===== src/hw/serial_regs_pkg.sv =====
package serial_regs_pkg;

	// ==============================
	// register map of the FF page
	// ==============================

	localparam logic [7:0] sb_offset = 8'h01; // transfer data byte
	localparam logic [7:0] sc_offset = 8'h02; // transfer control

	localparam logic [7:0] rd_open = 8'hff; // reads of unmapped offsets

	// the six unused bits of SC read back as ones
	localparam int         sc_start_bit   = 7;
	localparam int         sc_int_clk_bit = 0;
	localparam logic [7:0] sc_unused      = 8'h7e;

	// wr and rd of a bus request are single clk strobes
	typedef struct packed {
		logic       wr;
		logic       rd;
		logic       ffxx; // high while the CPU addresses FF00..FFFF
		logic [7:0] addr;
		logic [7:0] wdata;
	} cpu_req_t;

	// decoded register writes
	typedef struct packed {
		logic       sb_wr;
		logic       sc_wr;
		logic [7:0] data;
	} reg_wr_t;

	typedef struct packed {
		logic start;   // transfer requested or running
		logic int_clk; // port drives the shift clock
	} sc_reg_t;

endpackage


===== src/hw/serial_link_pkg.sv =====
package serial_link_pkg;

	// ==============================
	// shift clock and transfer size
	// ==============================

	localparam int sck_half  = 8; // clk cycles per half period of the internal clock
	localparam int bit_count = 8;

	localparam int sck_cnt_w = $clog2(sck_half);
	localparam int bit_cnt_w = $clog2(bit_count);

	typedef logic [sck_cnt_w-1:0] sck_cnt_t;
	typedef logic [bit_cnt_w-1:0] bit_cnt_t;

	// ==============================
	// pins and datapath control
	// ==============================

	typedef struct packed {
		logic sck_in;
		logic sin_in;
	} link_in_t;

	typedef struct packed {
		logic sck_out;
		logic sck_dir; // high when the port drives the clock
		logic ser_out;
	} link_out_t;

	typedef struct packed {
		logic load;   // take the CPU byte into SB
		logic sample; // latch sin on the rising edge of the shift clock
		logic shift;  // move a bit onto ser_out on the falling edge
	} shift_ctrl_t;

	typedef struct packed {
		logic rise;
		logic fall;
	} sck_edges_t;

endpackage


===== src/hw/serial_cpu_port.sv =====
`timescale 1ns/1ps
`default_nettype none

module serial_cpu_port (
	input  logic                     clk,
	input  logic                     rst_n,
	input  serial_regs_pkg::cpu_req_t req,
	input  logic [7:0]               sb,
	input  serial_regs_pkg::sc_reg_t sc,
	output serial_regs_pkg::reg_wr_t wr,
	output logic [7:0]               rd_data
);

	logic       sb_hit;
	logic       sc_hit;
	logic [7:0] sc_value;

	// ==============================
	// address decode
	// ==============================

	assign sb_hit = req.ffxx && (req.addr == serial_regs_pkg::sb_offset);
	assign sc_hit = req.ffxx && (req.addr == serial_regs_pkg::sc_offset);

	always_comb begin
		wr.sb_wr = req.wr && sb_hit;
		wr.sc_wr = req.wr && sc_hit;
		wr.data  = req.wdata;
	end

	// SC as the CPU sees it
	always_comb begin
		sc_value = serial_regs_pkg::sc_unused;
		sc_value[serial_regs_pkg::sc_start_bit]   = sc.start;
		sc_value[serial_regs_pkg::sc_int_clk_bit] = sc.int_clk;
	end

	// ==============================
	// registered read port
	// ==============================

	// rd_data holds its value until the next read strobe
	always_ff @(posedge clk) begin
		if (!rst_n) begin
			rd_data <= serial_regs_pkg::rd_open;
		end else if (req.rd) begin
			if (sb_hit) begin
				rd_data <= sb;
			end else if (sc_hit) begin
				rd_data <= sc_value;
			end else begin
				rd_data <= serial_regs_pkg::rd_open; // nothing else lives here
			end
		end
	end

endmodule

`default_nettype wire


===== src/hw/serial_ctrl.sv =====
`timescale 1ns/1ps
`default_nettype none

module serial_ctrl (
	input  logic                         clk,
	input  logic                         rst_n,
	input  serial_regs_pkg::reg_wr_t     wr,
	input  serial_link_pkg::sck_edges_t  edges,
	output serial_regs_pkg::sc_reg_t     sc,
	output serial_link_pkg::shift_ctrl_t shift,
	output logic                         busy,
	output logic                         restart,
	output logic                         int_serial
);

	serial_link_pkg::bit_cnt_t bit_cnt;
	logic                      last_bit;     // eighth sample of the running transfer
	logic                      int_clk_pend; // SC was written during the transfer
	logic                      int_clk_next;
	logic                      new_int_clk;

	assign busy = sc.start;

	// a start write while idle launches a transfer
	assign restart = wr.sc_wr && !busy && wr.data[serial_regs_pkg::sc_start_bit];

	always_comb begin
		shift.load   = wr.sb_wr && !busy; // SB is locked while bits move
		shift.sample = edges.rise && busy;
		shift.shift  = edges.fall && busy;
	end

	assign last_bit = shift.sample &&
		(bit_cnt == serial_link_pkg::bit_cnt_t'(serial_link_pkg::bit_count - 1));

	// a write in the final cycle still counts as deferred
	assign new_int_clk = wr.sc_wr ? wr.data[serial_regs_pkg::sc_int_clk_bit] : int_clk_next;

	// ==============================
	// SC, bit counter and interrupt
	// ==============================

	always_ff @(posedge clk) begin
		if (!rst_n) begin
			sc           <= '0;
			bit_cnt      <= '0;
			int_clk_pend <= 1'b0;
			int_serial   <= 1'b0;
		end else begin
			int_serial <= last_bit;
			if (!busy) begin
				if (wr.sc_wr) begin
					sc.start   <= wr.data[serial_regs_pkg::sc_start_bit];
					sc.int_clk <= wr.data[serial_regs_pkg::sc_int_clk_bit];
					bit_cnt    <= '0;
				end
			end else begin
				if (wr.sc_wr) begin
					int_clk_pend <= 1'b1;
				end
				if (shift.sample) begin
					bit_cnt <= bit_cnt + 1'b1; // wraps to zero on the last bit
				end
				if (last_bit) begin
					sc.start     <= 1'b0;
					int_clk_pend <= 1'b0;
					if (wr.sc_wr || int_clk_pend) begin
						sc.int_clk <= new_int_clk;
					end
				end
			end
		end
	end

	// value of a deferred int_clk write
	always_ff @(posedge clk) begin
		if (busy && wr.sc_wr) begin
			int_clk_next <= wr.data[serial_regs_pkg::sc_int_clk_bit];
		end
	end

endmodule

`default_nettype wire


===== src/hw/serial_clock_gen.sv =====
`timescale 1ns/1ps
`default_nettype none

module serial_clock_gen (
	input  logic                        clk,
	input  logic                        rst_n,
	input  serial_link_pkg::link_in_t   link,
	input  logic                        int_clk,
	input  logic                        busy,
	input  logic                        restart,
	output serial_link_pkg::sck_edges_t edges,
	output logic                        sck_out,
	output logic                        sck_dir
);

	serial_link_pkg::sck_cnt_t   div_cnt;
	logic                        sck_int;
	serial_link_pkg::sck_edges_t int_edges;
	serial_link_pkg::sck_edges_t ext_edges;
	logic [1:0]                  sck_sync;
	logic                        sck_prev;

	// ==============================
	// internal shift clock
	// ==============================

	always_ff @(posedge clk) begin
		if (!rst_n) begin
			div_cnt   <= '0;
			sck_int   <= 1'b1; // idles high
			int_edges <= '0;
		end else begin
			int_edges <= '0;
			if (restart) begin
				div_cnt <= serial_link_pkg::sck_cnt_t'(1); // the SC write cycle counts
				sck_int <= 1'b1;
			end else if (busy && int_clk) begin
				if (div_cnt == serial_link_pkg::sck_cnt_t'(serial_link_pkg::sck_half - 1)) begin
					div_cnt        <= '0;
					sck_int        <= !sck_int;
					int_edges.rise <= !sck_int;
					int_edges.fall <= sck_int;
				end else begin
					div_cnt <= div_cnt + 1'b1;
				end
			end
		end
	end

	// ==============================
	// external shift clock
	// ==============================

	// edges come out three clk after the pin moves
	always_ff @(posedge clk) begin
		if (!rst_n) begin
			sck_sync  <= '1;
			sck_prev  <= 1'b1;
			ext_edges <= '0;
		end else begin
			sck_sync       <= {sck_sync[0], link.sck_in};
			sck_prev       <= sck_sync[1];
			ext_edges.rise <= sck_sync[1] && !sck_prev;
			ext_edges.fall <= !sck_sync[1] && sck_prev;
		end
	end

	assign edges   = int_clk ? int_edges : ext_edges;
	assign sck_out = sck_int;
	assign sck_dir = int_clk;

endmodule

`default_nettype wire


===== src/hw/serial_shifter.sv =====
`timescale 1ns/1ps
`default_nettype none

module serial_shifter (
	input  logic                         clk,
	input  logic                         rst_n,
	input  serial_link_pkg::shift_ctrl_t ctl,
	input  logic [7:0]                   wdata,
	input  logic                         sin,
	output logic [7:0]                   sb,
	output logic                         ser_out
);

	logic sin_q;

	// one more flop on the input pin before it is sampled
	always_ff @(posedge clk) begin
		sin_q <= sin;
	end

	// ==============================
	// SB and output bit
	// ==============================

	always_ff @(posedge clk) begin
		if (!rst_n) begin
			sb      <= '0;
			ser_out <= 1'b1; // line idles high
		end else begin
			if (ctl.load) begin
				sb <= wdata;
			end else if (ctl.sample) begin
				sb <= {sb[6:0], sin_q}; // MSB first with the partner bit entering at the bottom
			end
			if (ctl.shift) begin
				ser_out <= sb[7];
			end
		end
	end

endmodule

`default_nettype wire


===== src/hw/serial_top.sv =====
`timescale 1ns/1ps
`default_nettype none

module serial_top (
	input  logic                       clk,
	input  logic                       rst_n,
	input  serial_regs_pkg::cpu_req_t  req,
	output logic [7:0]                 rd_data,
	input  serial_link_pkg::link_in_t  link,
	output serial_link_pkg::link_out_t pins,
	output logic                       int_serial
);

	serial_regs_pkg::reg_wr_t     wr;
	serial_regs_pkg::sc_reg_t     sc;
	serial_link_pkg::sck_edges_t  edges;
	serial_link_pkg::shift_ctrl_t shift;
	logic [7:0]                   sb;
	logic                         busy;
	logic                         restart;
	logic                         sck_out;
	logic                         sck_dir;
	logic                         ser_out;

	// ==============================
	// CPU side
	// ==============================

	serial_cpu_port i_cpu_port (
		.clk     (clk),
		.rst_n   (rst_n),
		.req     (req),
		.sb      (sb),
		.sc      (sc),
		.wr      (wr),
		.rd_data (rd_data)
	);

	serial_ctrl i_ctrl (
		.clk        (clk),
		.rst_n      (rst_n),
		.wr         (wr),
		.edges      (edges),
		.sc         (sc),
		.shift      (shift),
		.busy       (busy),
		.restart    (restart),
		.int_serial (int_serial)
	);

	// ==============================
	// link side
	// ==============================

	serial_clock_gen i_clock_gen (
		.clk     (clk),
		.rst_n   (rst_n),
		.link    (link),
		.int_clk (sc.int_clk),
		.busy    (busy),
		.restart (restart),
		.edges   (edges),
		.sck_out (sck_out),
		.sck_dir (sck_dir)
	);

	serial_shifter i_shifter (
		.clk     (clk),
		.rst_n   (rst_n),
		.ctl     (shift),
		.wdata   (wr.data),
		.sin     (link.sin_in),
		.sb      (sb),
		.ser_out (ser_out)
	);

	assign pins = '{sck_out: sck_out, sck_dir: sck_dir, ser_out: ser_out};

endmodule

`default_nettype wire


===== config.mk =====
export PLATFORM = sky130hd
export DESIGN_NAME = serial_top
export DESIGN_NICKNAME = d
export VERILOG_FILES = /design/src/hw/serial_regs_pkg.sv /design/src/hw/serial_link_pkg.sv /design/src/hw/serial_cpu_port.sv /design/src/hw/serial_ctrl.sv /design/src/hw/serial_clock_gen.sv /design/src/hw/serial_shifter.sv /design/src/hw/serial_top.sv
export SDC_FILE = /design/constraint.sdc
export NUM_CORES = 1
export LEC_CHECK = 0
export BUFFER_PORTS_ARGS = -buffer_cell sky130_fd_sc_hd__buf_4
export CAP_MARGIN = 10
export CORE_AREA = 2 2 58 60
export DETAILED_ROUTE_END_ITERATION = 8
export DIE_AREA = 0 0 60 62
export HOLD_SLACK_MARGIN = 0.06
export PLACE_DENSITY = 0.88
export SYNTH_ARGS = -nofsm -noshare
export SYNTH_HDL_FRONTEND = slang
export SYNTH_SLANG_ARGS = --single-unit

===== constraint.sdc =====
create_clock -name clk -period 1.96 [get_ports clk]
set_clock_uncertainty 0.05 [all_clocks]
set_input_delay 0.294 -clock clk [delete_from_list [all_inputs] [get_ports clk]]
set_output_delay 0.294 -clock clk [all_outputs]
set_load 0.02 [all_outputs]

Word level (Yosys, flattened, before mapping)
Cells that the tools add are included.
{"block": "word_totals", "input_bits": 23, "regBits": 37}
{"block": "classes", "bitwise_logic": 3, "add_sub_neg": 2, "n_mux": 18, "n_eq_ne": 7, "n_reduce_logical": 29}
{"op": "$mux W8", "n": 4}
{"op": "$logic_and A1 B1 Y1", "n": 14}
{"op": "$mux W3", "n": 4}
{"op": "$eq A8 B1 Y1 const B", "n": 1}
{"op": "$eq A8 B2 Y1 const B", "n": 1}
{"op": "$mux W2", "n": 4}
{"op": "$reduce_bool A2 Y1", "n": 4}
{"op": "$add A3 B1 Y3 const B", "n": 2}
{"op": "$eq A3 B3 Y1 const B", "n": 2}
{"op": "$mux W1", "n": 6}
{"op": "$ne A2 B2 Y1 const B", "n": 3}
{"op": "$reduce_and A2 Y1", "n": 3}
{"op": "$logic_not A1 Y1", "n": 4}
{"op": "$reduce_or A4 Y1", "n": 1}
{"op": "$not A1 Y1", "n": 3}
{"op": "$reduce_and A3 Y1", "n": 1}
{"op": "$reduce_or A2 Y1", "n": 1}
{"op": "$logic_or A1 B1 Y1", "n": 1}

Logic depth before layout (Yosys ltp)
Gate-level depths: netlist (run 1).
{"block": "logic_depth", "ltp_word": 7, "mapped_depth": 6}

Hierarchy
Synthesis (run 1) repeated with hierarchy kept, for this count alone.
{"block": "unflattened", "hier_cells": 173, "area_unflattened_um2": 1798.0}
{"mod": "serial_shifter", "n_inst": 1, "seq_area_each_um2": 200.2, "cells_per_inst": 39, "area_per_inst_um2": 494.2}
{"mod": "serial_clock_gen", "n_inst": 1, "seq_area_each_um2": 220.2, "cells_per_inst": 40, "area_per_inst_um2": 457.9}
{"mod": "serial_cpu_port", "n_inst": 1, "seq_area_each_um2": 160.2, "cells_per_inst": 53, "area_per_inst_um2": 432.9}
{"mod": "serial_ctrl", "n_inst": 1, "seq_area_each_um2": 170.2, "cells_per_inst": 38, "area_per_inst_um2": 390.4}
{"mod": "serial_top", "n_inst": 1, "seq_area_each_um2": 0.0, "cells_per_inst": 3, "area_per_inst_um2": 22.5}

Worst setup path after synthesis (run 1)
No wires, ideal clock.
{"block": "synth_timing", "kind": "input-to-reg", "from": "input port req[14] (netlist name)", "to": "register i_ctrl.int_clk_next (enable)", "setup_ns": 0.297, "path_buffers": 0, "required_ns": 1.613, "path_slack_ns": 0.497, "path_stages": 3, "t_arrival_ns": 1.117, "path_cell_list": "nor4b_4 > and3_2 > and3_1"}
{"block": "synth_between", "elab_chain_len": 4}
{"item": "start: declaration", "line_no": "serial_top.sv:7", "rtl": "input serial_regs_pkg::cpu_req_t req,"}
{"item": "$eq A8 B2 Y1", "line_no": "serial_cpu_port.sv:23", "rtl": "assign sc_hit = req.ffxx && (req.addr == serial_regs_pkg::sc_offset);"}
{"item": "$logic_and A1 B1 Y1", "line_no": "serial_cpu_port.sv:23"}
{"item": "$logic_and A1 B1 Y1", "line_no": "serial_cpu_port.sv:27", "rtl": "wr.sc_wr = req.wr && sc_hit;"}
{"item": "$logic_and A1 B1 Y1", "line_no": "serial_ctrl.sv:77", "rtl": "if (busy && wr.sc_wr) begin"}
{"item": "end signal: assignment", "line_no": "serial_ctrl.sv:78", "rtl": "int_clk_next <= wr.data[serial_regs_pkg::sc_int_clk_bit];"}
{"item": "end: declaration", "line_no": "serial_ctrl.sv:19", "rtl": "logic int_clk_next;"}
Every way passes these cells.
A chain may end at the register's enable or synchronous reset.

Final worst setup path (run 1)
{"block": "layout_timing", "from": "register, netlist name i_ctrl.busy", "to": "register i_shifter.sb[1]"}
{"block": "layout_between", "elab_chain_len": 3, "elab_cells_between_ends": 5, "classes_between": "1 x mux; 4 x reduce/logical"}
{"item": "$logic_not A1 Y1", "line_no": "serial_ctrl.sv:28", "rtl": "shift.load = wr.sb_wr && !busy;"}
{"item": "$logic_and A1 B1 Y1", "line_no": "serial_ctrl.sv:28"}
{"item": "$mux W8 or $reduce_bool A2 Y1 (tied branches)"}
{"item": "end signal: assignment", "line_no": "serial_shifter.sv:31", "rtl": "sb <= wdata;"}
{"item": "end signal: assignment", "line_no": "serial_shifter.sv:33", "rtl": "sb <= {sb[6:0], sin_q};"}
{"item": "end: declaration", "line_no": "serial_shifter.sv:10", "rtl": "output logic [7:0] sb,"}
Several ways; a longest one is shown, not always the timed one.

==> flow_summary.ini, run 1 <==
[global_routing]
grt_pass1_wl_um = 5430
grt_pass1_vias = 1227
grt_overflow = 0
grt_usage_pct = 20.2
grt_max_degree = 20
antenna_found_initial = 0

[clocking]
cts_sinks = 37
cts_root_buffer = clkbuf_4
htreeDepth = 2
cts_buffer_depth = 2
cts_buffers = 5
cts_setup_buffers = 0
clock_latency_ps = 350
cts_tree = yes
clkTransAtPathRegs_ps = 110

[layout]
fin_util_pct = 61.9
final_common_cell = buf_4
fin_cells = 251
area.growth.synth_to_final_pct = 23.0
mostFrequentLayoutCells = 37 x buf_4, 36 x dfxtp_1, 18 x nand2_1, 14 x nand3_1, 9 x a21oi_1
layout-drive-gt1-share_pct = 28.3
nets = 231
diodes = 0

[pwr]
ir_worst_vdd_mv = 0.500
power_density_nw_per_um2 = 688
cellLeakagePower_nw = 0.787

[setup_path]
reg2reg_depth = 4
critPathLaunchType = register
cp_max_fo = 9
rrSetupSlack_ps = 370
r2r_end = i_shifter.sb[1]$_SDFFE_PN0P_
cp.arrival_ps = 1820
worstPathRequired_ps = 2190
critical_path.endpoint_type = register
r2r_start = i_ctrl.busy$_SDFF_PN0_
crit_type = reg -> reg

[timing]
tightest_slew_ps = 570
setup_viol = 0
hold_violations = 0
max_slew_margin_pct = 62.0
fin_tns_setup_ps = 0
period_minus_slack_ps = 1590
grt_setup_unrepaired = no
finalMaxSlewViolations = 0
max_freq_mhz = 627
period_share_pct = 81.4

[routing]
ant_nets = 0
drc = 0
avgViaCountPerCell = 5.35
vias = 1342
drt_wl_total_um = 3330
first_pass_iters = 4
drtIter0Drc = 37
wl_per_cell_um = 13.3

[logic_synthesis]
syn-instance-count = 169
ys_ff_latch = 37
synthDistinctLibCells = 41
synth.avg_cell_area_um2 = 9.46
synth_seq_area_share_pct = 46.9
synthesis.area_um2 = 1600
synth_warnings = 0
synth_nets = 196

[floorplan]
ios = 35
start_util_pct = 50.3
row_count = 21
die_h_um = 62
dieArea_um2 = 3720
die_w_um = 60
coreArea_um2 = 3180

[min_path]
holdPathStages = 1
hp-class = in -> reg
hold_start = req[0]
hold_end = i_ctrl.int_clk_next$_DFFE_PP_

[run_status]
status = finished clean

[run]
maxCapViolCount = 0

[place]
io_buffers = 34
dp_cells = 241
dp_hpwl_um = 2420
place.gp.congestion = 0.873
==> what timing repair did <==
item,in CTS,in global routing
hold buffers,1,1
resized for setup,0,0
endpoints found under the hold margin,1,1
==> worst max-delay path: stages (launching register included) <==
cell and delay, ps:
dfxtp_1 420, nor3b_1 330, and4_1 440, a22oi_1 140
a21oi_2 140
==> registers in the layout, summed over array words and instances (netlist names), 2 cells and up <==
signal	flops
i_shifter.sb	8
i_clock_gen.sck_sync	2
i_ctrl.bit_cnt	3
i_clock_gen.int_edges	2
i_cpu_port.rd_data	8
i_clock_gen.div_cnt	3
i_clock_gen.ext_edges	2
==> per-stage QoR <==
stage	power (mW)	instance area, um2	setup slack [ps]	hold slack, ps
after floorplan	0.811	1600	497	272
after global placement	0.856	1860	240	340
after detailed placement	0.857	1860	195	341
after CTS	1.35	1960	404	70.1
after global routing	1.40	1970	265	84.0
final	1.35	1970	365	104
==> per-layer routing <==
layer  up-vias  global-route usage, %  share of wire [%]
met3         8                   7.66                4.7
met2        29                   33.9                 49
met4         0                   9.21                1.5
met1       626                   22.9                 44
met5         -                      0                  0
li1        679                      -                  -
==> worst max-delay path by stage <==
stage / from / slack [ps] / endpoint / cells after the start
3_5_place_dp: req[14] / 190 / i_shifter.sb[1]$_SDFFE_PN0P_ / 5
5_1_grt: i_ctrl.busy$_SDFF_PN0_ / 270 / i_shifter.sb[1]$_SDFFE_PN0P_ / 4
3_3_place_gp: req[14] / 240 / i_shifter.sb[2]$_SDFFE_PN0P_ / 5
4_1_cts: i_ctrl.sc[0]$_SDFFE_PN0P_ / 400 / i_shifter.sb[1]$_SDFFE_PN0P_ / 5
2_1_floorplan: req[14] / 500 / i_ctrl.int_clk_next$_DFFE_PP_ / 3
6_report: i_ctrl.busy$_SDFF_PN0_ / 370 / i_shifter.sb[1]$_SDFFE_PN0P_ / 4
==> final cells by class <==
| cell class | instances | area (um2) |
|---|---|---|
| Clock inverter | 1 | 7.51 |
| Multi-Input combinational cell | 115 | 754 |
| Timing Repair Buffer | 39 | 298 |
| Clock buffer | 7 | 76.3 |
| Tap cell | 46 | 57.6 |
| Sequential cell | 37 | 751 |
| Inverter | 6 | 22.5 |
| Fill cell | 291 | 1210 |
==> synthesized netlist by cell type <==
| cell | n | area share, % |
|---|---|---|
| mux2i_1 | 3 | 1.9 |
| nor3b_1 | 3 | 1.4 |
| a21boi_0 | 1 | 0.47 |
| a211oi_1 | 1 | 0.47 |
| or3_1 | 1 | 0.39 |
| a22oi_2 | 1 | 0.78 |
| o211a_1 | 1 | 0.63 |
| nor4_1 | 1 | 0.39 |
| nand4_1 | 4 | 1.6 |
| nand4_2 | 1 | 0.78 |
| o2111ai_1 | 1 | 0.55 |
| and3_2 | 1 | 0.47 |
| xnor2_1 | 1 | 0.55 |
| and4_1 | 1 | 0.55 |
| buf_2 | 3 | 0.94 |
| nand3_1 | 14 | 4.4 |
| nor2_1 | 5 | 1.2 |
| buf_4 | 5 | 2.3 |
| nor4bb_1 | 1 | 0.63 |
| nor2b_1 | 5 | 2.0 |
| o311ai_0 | 1 | 0.55 |
| nand2b_1 | 4 | 1.6 |
| o21ai_0 | 4 | 1.3 |
| inv_1 | 6 | 1.4 |
| nor3_2 | 1 | 0.63 |
| nand2_1 | 18 | 4.2 |
| a22oi_1 | 6 | 2.8 |
| a21oi_2 | 6 | 3.3 |
| a21oi_1 | 9 | 2.8 |
| nor2_2 | 1 | 0.39 |
| o2111a_1 | 1 | 0.70 |
| dfxtp_1 | 36 | 45 |
| o22ai_1 | 7 | 2.7 |
| mux2i_2 | 1 | 0.86 |
| edfxtp_1 | 1 | 1.9 |
| ha_1 | 4 | 3.1 |
| nor4b_4 | 1 | 1.5 |
| clkbuf_1 | 2 | 0.47 |
| buf_6 | 1 | 0.70 |
| and3_1 | 2 | 0.78 |
| nor3_1 | 3 | 0.94 |
==> power breakdown <==
| part | total (mW) | internal (mW) | switching [mW] |
|---|---|---|---|
| combinational | 0.0830 | 0.0424 | 0.0406 |
| sequential | 0.761 | 0.759 | 0.00162 |
| clock | 0.510 | 0.252 | 0.258 |
==> cell families (layout without fill, tap and decap cells) <==
logic type	after synthesis	after routing	share of synthesized area [%]
XOR/XNOR	1	1	0.548
AO/OA/AOI/OAI	39	39	17.1
multiplexers	4	4	2.74
buffers and inverters	17	53	5.87
adder cells (fa/ha/maj)	4	4	3.13
flip-flops	37	37	46.9
AND/OR/NAND/NOR	67	67	23.7
No activity file was read; power rests on OpenSTA's default activity.
==> run 2: changes to the inputs <==
--- a/config.mk
+++ b/config.mk
@@ -5,13 +5,14 @@
 export SDC_FILE = /design/constraint.sdc
 export NUM_CORES = 1
 export LEC_CHECK = 0
+export ABC_AREA = 1
 export BUFFER_PORTS_ARGS = -buffer_cell sky130_fd_sc_hd__buf_4
 export CAP_MARGIN = 10
-export CORE_AREA = 2 2 58 60
+export CORE_AREA = 2 2 61 63
 export DETAILED_ROUTE_END_ITERATION = 8
-export DIE_AREA = 0 0 60 62
+export DIE_AREA = 0 0 63 65
 export HOLD_SLACK_MARGIN = 0.06
-export PLACE_DENSITY = 0.88
+export PLACE_DENSITY = 0.86
 export SYNTH_ARGS = -nofsm -noshare
 export SYNTH_HDL_FRONTEND = slang
 export SYNTH_SLANG_ARGS = --single-unit
==> constraint.sdc (replaced) <==
create_clock -name clk -period 1.49 [get_ports clk]
set_clock_uncertainty 0.05 [all_clocks]
set_input_delay 0.2235 -clock clk [delete_from_list [all_inputs] [get_ports clk]]
set_output_delay 0.2235 -clock clk [all_outputs]
set_load 0.02 [all_outputs]
==> run 2 against run 1 <==
- combinational power is 57% higher
- setup slack got worse by 200 ps
- die area grew 10%
- critical path depth rose by 4
- first-iteration DRC count grew to 2.8 times the previous value
- non-clock buffer count rose by 4
- sequential power is 33% higher
- critical endpoint is now i_ctrl.sc[0]$_SDFFE_PN0P_
- largest power group unchanged
==> flow_summary.ini, run 2 <==
[setup_path]
cpPeakStageDelay_ps = 340
path_cells = ha_1 -> ha_1 -> a21oi_2 -> inv_1 -> nand2_1 -> nand2_1 -> nand2_1 -> a21oi_2
cp.buffers_inverters = 1
critical_path.endpoint_type = register
worstPathRequired_ps = 1690
cp-startpoint = i_ctrl.bit_cnt[0]$_SDFFE_PN0P_
r2r_start = i_ctrl.bit_cnt[0]$_SDFFE_PN0P_
crit_path_top_delay_cell = dfxtp_1
critPathLaunchType = register
cp.arrival_ps = 1530
crit_family = adder cells
crit_type = reg -> reg
cp_max_fo = 3
crit_top_cell = nand2_1

[floorplan]
dieArea_um2 = 4100
start_util_pct = 49.8
row_count = 22
die_h_um = 65
ios = 35
die_w_um = 63
coreArea_um2 = 3500

[routing]
met3WireLength_um = 214
ant_nets = 0
wl_per_cell_um = 11.0
drtIter0Drc = 104
wl_met1_um = 1460
top_layer_used = met4
drc = 0
vias = 1550
first_pass_iters = 4
avgViaCountPerCell = 4.97
drt_wl_total_um = 3440
wl_met2_um = 1660

[logic_synthesis]
syn-instance-count = 223
synthDistinctLibCells = 32
synth_most_common_cell = nand2_1
yosysTopAreaCellShare_pct = 41.4
synthesis.area_um2 = 1740
synth_area_leaders = dfxtp_1 41%, nand2_1 8.2%, inv_1 7.3%
ys_ff_latch = 37
ys.flop_type = dfxtp_1
ys_top_cells_by_count = 38 x nand2_1, 36 x dfxtp_1, 34 x inv_1
synth_nets = 250
async_reset_ff_share_pct = 0
synth_seq_area_share_pct = 43.1
synth_edf_count = 1
synth_warnings = 0
yosysTopAreaCell = dfxtp_1
synth.avg_cell_area_um2 = 7.81

[global_routing]
antenna_found_initial = 0
grt_usage_pct = 19.0
grt_overflow = 0
grt_pass1_vias = 1469
grt_pass1_wl_um = 6060
grt_max_degree = 17

[layout]
top_regs = i_cpu_port.rd_data: 8 flops, i_shifter.sb: 8 flops
seq_area_um2 = 751
area.growth.synth_to_final_pct = 20.8
multi_input_area_um2 = 782
layout-drive-gt1-share_pct = 25.8
nets = 290
design_area_um2 = 2100
mostFrequentLayoutCells = 40 x buf_4, 38 x nand2_1, 36 x dfxtp_1, 34 x inv_1, 22 x nor2_1
diodes = 0
fillers = 327
final_common_cell = buf_4
fin_cells = 312

[pwr]
power_density_nw_per_um2 = 778
cellLeakagePower_nw = 0.966
ir_worst_vdd_mv = 0.514

[timing]
max_freq_mhz = 755
hold_violations = 0
max_slew_margin_pct = 72.2
setup_viol = 0
grt_setup_unrepaired = no
period_share_pct = 88.9
fin_tns_setup_ps = 0
tightest_slew_ps = 417
fin_ws_ps = 165
period_minus_slack_ps = 1320
finalMaxSlewViolations = 0

[place]
io_buffers = 34
place.gp.congestion = 0.833
dp_cells = 301
placed_area_um2 = 2020
dp_hpwl_um = 2620
preCtsSetupSlack_ps = 67.4

[clocking]
cts_sinks = 37
cts_buffer_depth = 2
htreeDepth = 2
cts_tree = yes
cts_buffers = 5
clkTransAtPathRegs_ps = 100
clock_latency_ps = 350
cts_setup_buffers = 0
cts_root_buffer = clkbuf_4

[run]
maxCapViolCount = 0

[run_status]
status = finished clean

[min_path]
hp-class = in -> reg
hold_start = req[6]
[run 2: cell type report]
class | instances | area share, %
multi-input combinational | 141 | 37.2
sequential | 37 | 35.7
timing repair buffer | 43 | 15.7
inverter | 35 | 6.25
tap | 48 | 2.86
clock buffer | 8 | 2.32
[run 2: metrics by stage]
| step | total power [mW] | utilization [%] | hold WS [ps] |
|---|---|---|---|
| floorplan | 1.08 | - | 201 |
| finish | 1.64 | 60.2 | 112 |
| CTS | 1.64 | 60.2 | 110 |
| detailed placement | 1.15 | 57.9 | 279 |
| global route | 1.71 | 60.2 | 133 |
| global placement | 1.15 | 57.9 | 282 |
[run 2: power breakdown]
part	switching, mW	leakage, nW	internal (mW)
sequential	0.00395	0.301	1.00
combinational	0.0658	0.639	0.0641
clock	0.314	0.0265	0.188
[run 2: logic make-up (layout without fill, tap and decap cells)]
logic type                 Yosys count  count (layout)  synth area share (%)
and+or+nand+nor                    104             104                  29.5
buffers and inverters               45              86                  12.0
DFF                                 37              37                  43.1
AOI/OAI and AO/OA                   32              32                  12.0
adders and majority gates            4               4                  2.87
xor gates and xnor gates             1               1                 0.503
[run 2: final timing paths]
kind,to,slack [ps],depth (start not counted)
setup / recovery,i_ctrl.sc[0]$_SDFFE_PN0P_,170,8
hold / removal,i_shifter.sb[6]$_SDFFE_PN0P_,110,3
setup reg to reg,i_ctrl.sc[0]$_SDFFE_PN0P_,170,8
hold reg to reg,i_clock_gen.sck_sync[1]$_SDFF_PN1_,380,1
[run 2: what timing repair did]
action / CTS / global route
resized for setup: 0 / 0
hold buffers: 3 / 0
endpoints found under the hold margin: 3 / 0
[run 2: worst reg2reg max path: cells and delay by family, from the launching register on]
kind | cells | cell delay (ps)
adders and majority gates | 2 | 410
AOI/OAI and AO/OA | 2 | 190
buffers and inverters | 1 | 60
and+or+nand+nor | 3 | 200
DFF | 1 | 340
[run 2: metal layers]
layer  up-vias  global-route usage, %
li1        796                      -
met2        42                   32.7
met5         -                      0
met4         0                   11.4
met1       703                   21.3
met3         9                   4.34
==> run 3: changes to the inputs <==
==> constraint.sdc (replaced) <==
create_clock -name clk -period 1.49 [get_ports clk]
set_clock_uncertainty 0.05 [all_clocks]
set_input_delay 0.298 -clock clk [delete_from_list [all_inputs] [get_ports clk]]
set_output_delay 0.298 -clock clk [all_outputs]
set_load 0.02 [all_outputs]
==> run 3 against run 2 <==
- sequential share of layout area about the same
- flip-flop and latch count is the same
- setup slack worse by 53 ps
- highest routed layer unchanged
==> flow_summary.ini, run 3 (synthesized netlist as in run 2, its figures left out) <==
[run_status]
status = finished clean

[clocking]
clock_latency_ps = 340
cts_tree = yes
cts_buffer_depth = 2
clkTransAtPathRegs_ps = 100
cts_root_buffer = clkbuf_4
cts_buffers = 5
cts_sinks = 37
htreeDepth = 2

[timing]
period_share_pct = 92.4
tightest_slew_ps = 303
max_slew_margin_pct = 79.8
hold_violations = 0
max_freq_mhz = 726
setup_viol = 0
grt_setup_unrepaired = no
finalMaxSlewViolations = 0
fin_tns_setup_ps = 0
period_minus_slack_ps = 1380
whs_ps = 81.9
fin_ws_ps = 113

[layout]
layout-drive-gt1-share_pct = 27.3
nets = 290
diodes = 0
design_area_um2 = 2110
area.growth.synth_to_final_pct = 21.1
final_common_cell = buf_4
mostFrequentLayoutCells = 42 x buf_4, 38 x nand2_1, 35 x dfxtp_1, 34 x inv_1, 22 x nor2_1
top_regs = i_cpu_port.rd_data: 8 flops, i_shifter.sb: 8 flops

[setup_path]
rrSetupSlack_ps = 150
crit_type = reg -> out
cp.arrival_ps = 1030
cp-startpoint = i_ctrl.sc[0]$_SDFFE_PN0P_
worstPathRequired_ps = 1140
critPathLaunchType = register
cp_max_fo = 6
critical_path.endpoint_type = output pin
r2r_start = i_ctrl.bit_cnt[0]$_SDFFE_PN0P_

[routing]
ant_nets = 0
first_pass_iters = 4
wl_per_cell_um = 11.0
avgViaCountPerCell = 4.92
vias = 1534
drtIter0Drc = 83
drt_wl_total_um = 3440
drc = 0

[pwr]
cellLeakagePower_nw = 0.975
total_power_mw = 1.68
ir_worst_vdd_mv = 0.442
power_density_nw_per_um2 = 797

[min_path]
hp-class = in -> reg
hold_start = link[1]

[floorplan]
row_count = 22
die_w_um = 63
dieArea_um2 = 4100
coreArea_um2 = 3500
start_util_pct = 49.8
ios = 35
die_h_um = 65

[global_routing]
grt_max_degree = 17
grt_pass1_wl_um = 6110
grt_overflow = 0
grt_pass1_vias = 1467
grt_usage_pct = 19.1
antenna_found_initial = 0

[place]
placed_area_um2 = 2040
place.gp.congestion = 0.830
io_buffers = 34
preCtsSetupSlack_ps = 40.7
dp_hpwl_um = 2680

[run]
maxCapViolCount = 0
==> run 3: cell count changes in the layout (fill, tap and decap cells not counted), sizes merged <==
cell	before	now
buf	40	42
dlygate4sd3	3	1
==> run 3: cell type report <==
cell class,instances,area [um2]
Tap cell,48,60.1
Clock buffer,8,58.8
Multi-Input combinational cell,141,782
Sequential cell,37,752
Fill cell,307,1390
Inverter,35,131
Timing Repair Buffer,43,325
==> run 3: power by group <==
group / internal (mW) / switching, mW / total [mW]
sequential: 1.00 / 0.00380 / 1.01
clock: 0.233 / 0.314 / 0.547
combinational: 0.0632 / 0.0657 / 0.129
==> run 3: critical path, cell delays in order, from the launching register on <==
cell and delay, ps:
dfxtp_1 390, buf_4 160, buf_4 140
==> run 3: routing by layer <==
metal / vias to the layer above / track usage, % / wire length (um)
li1: 795 / - / -
met1: 687 / 22.2 / 1580
met2: 46 / 31.4 / 1600
met3: 6 / 4.86 / 194
met4: 0 / 12.2 / 58
met5: - / 0 / 0
==> run 3: stage by stage <==
step	util, %	instances
floorplan	-	223
global placement	58.3	303
detailed placement	58.3	303
CTS	60.3	312
global route	60.3	312
finish	60.3	312
==> run 3: timing repair <==
item                       CTS  global route
setup buffers                0             0
gates resized for setup      0             1
hold buffers                 1             0
hold endpoints to repair     1             0
setup endpoints to repair    0             1
==> run 3: final timing paths <==
path / end / cells past startpoint
setup / recovery: pins[1] / 2
hold reg to reg: i_clock_gen.ext_edges[0]$_SDFF_PN0_ / 1
setup reg to reg: i_ctrl.sc[0]$_SDFFE_PN0P_ / 8
hold / removal: i_clock_gen.sck_sync[0]$_SDFF_PN1_ / 2
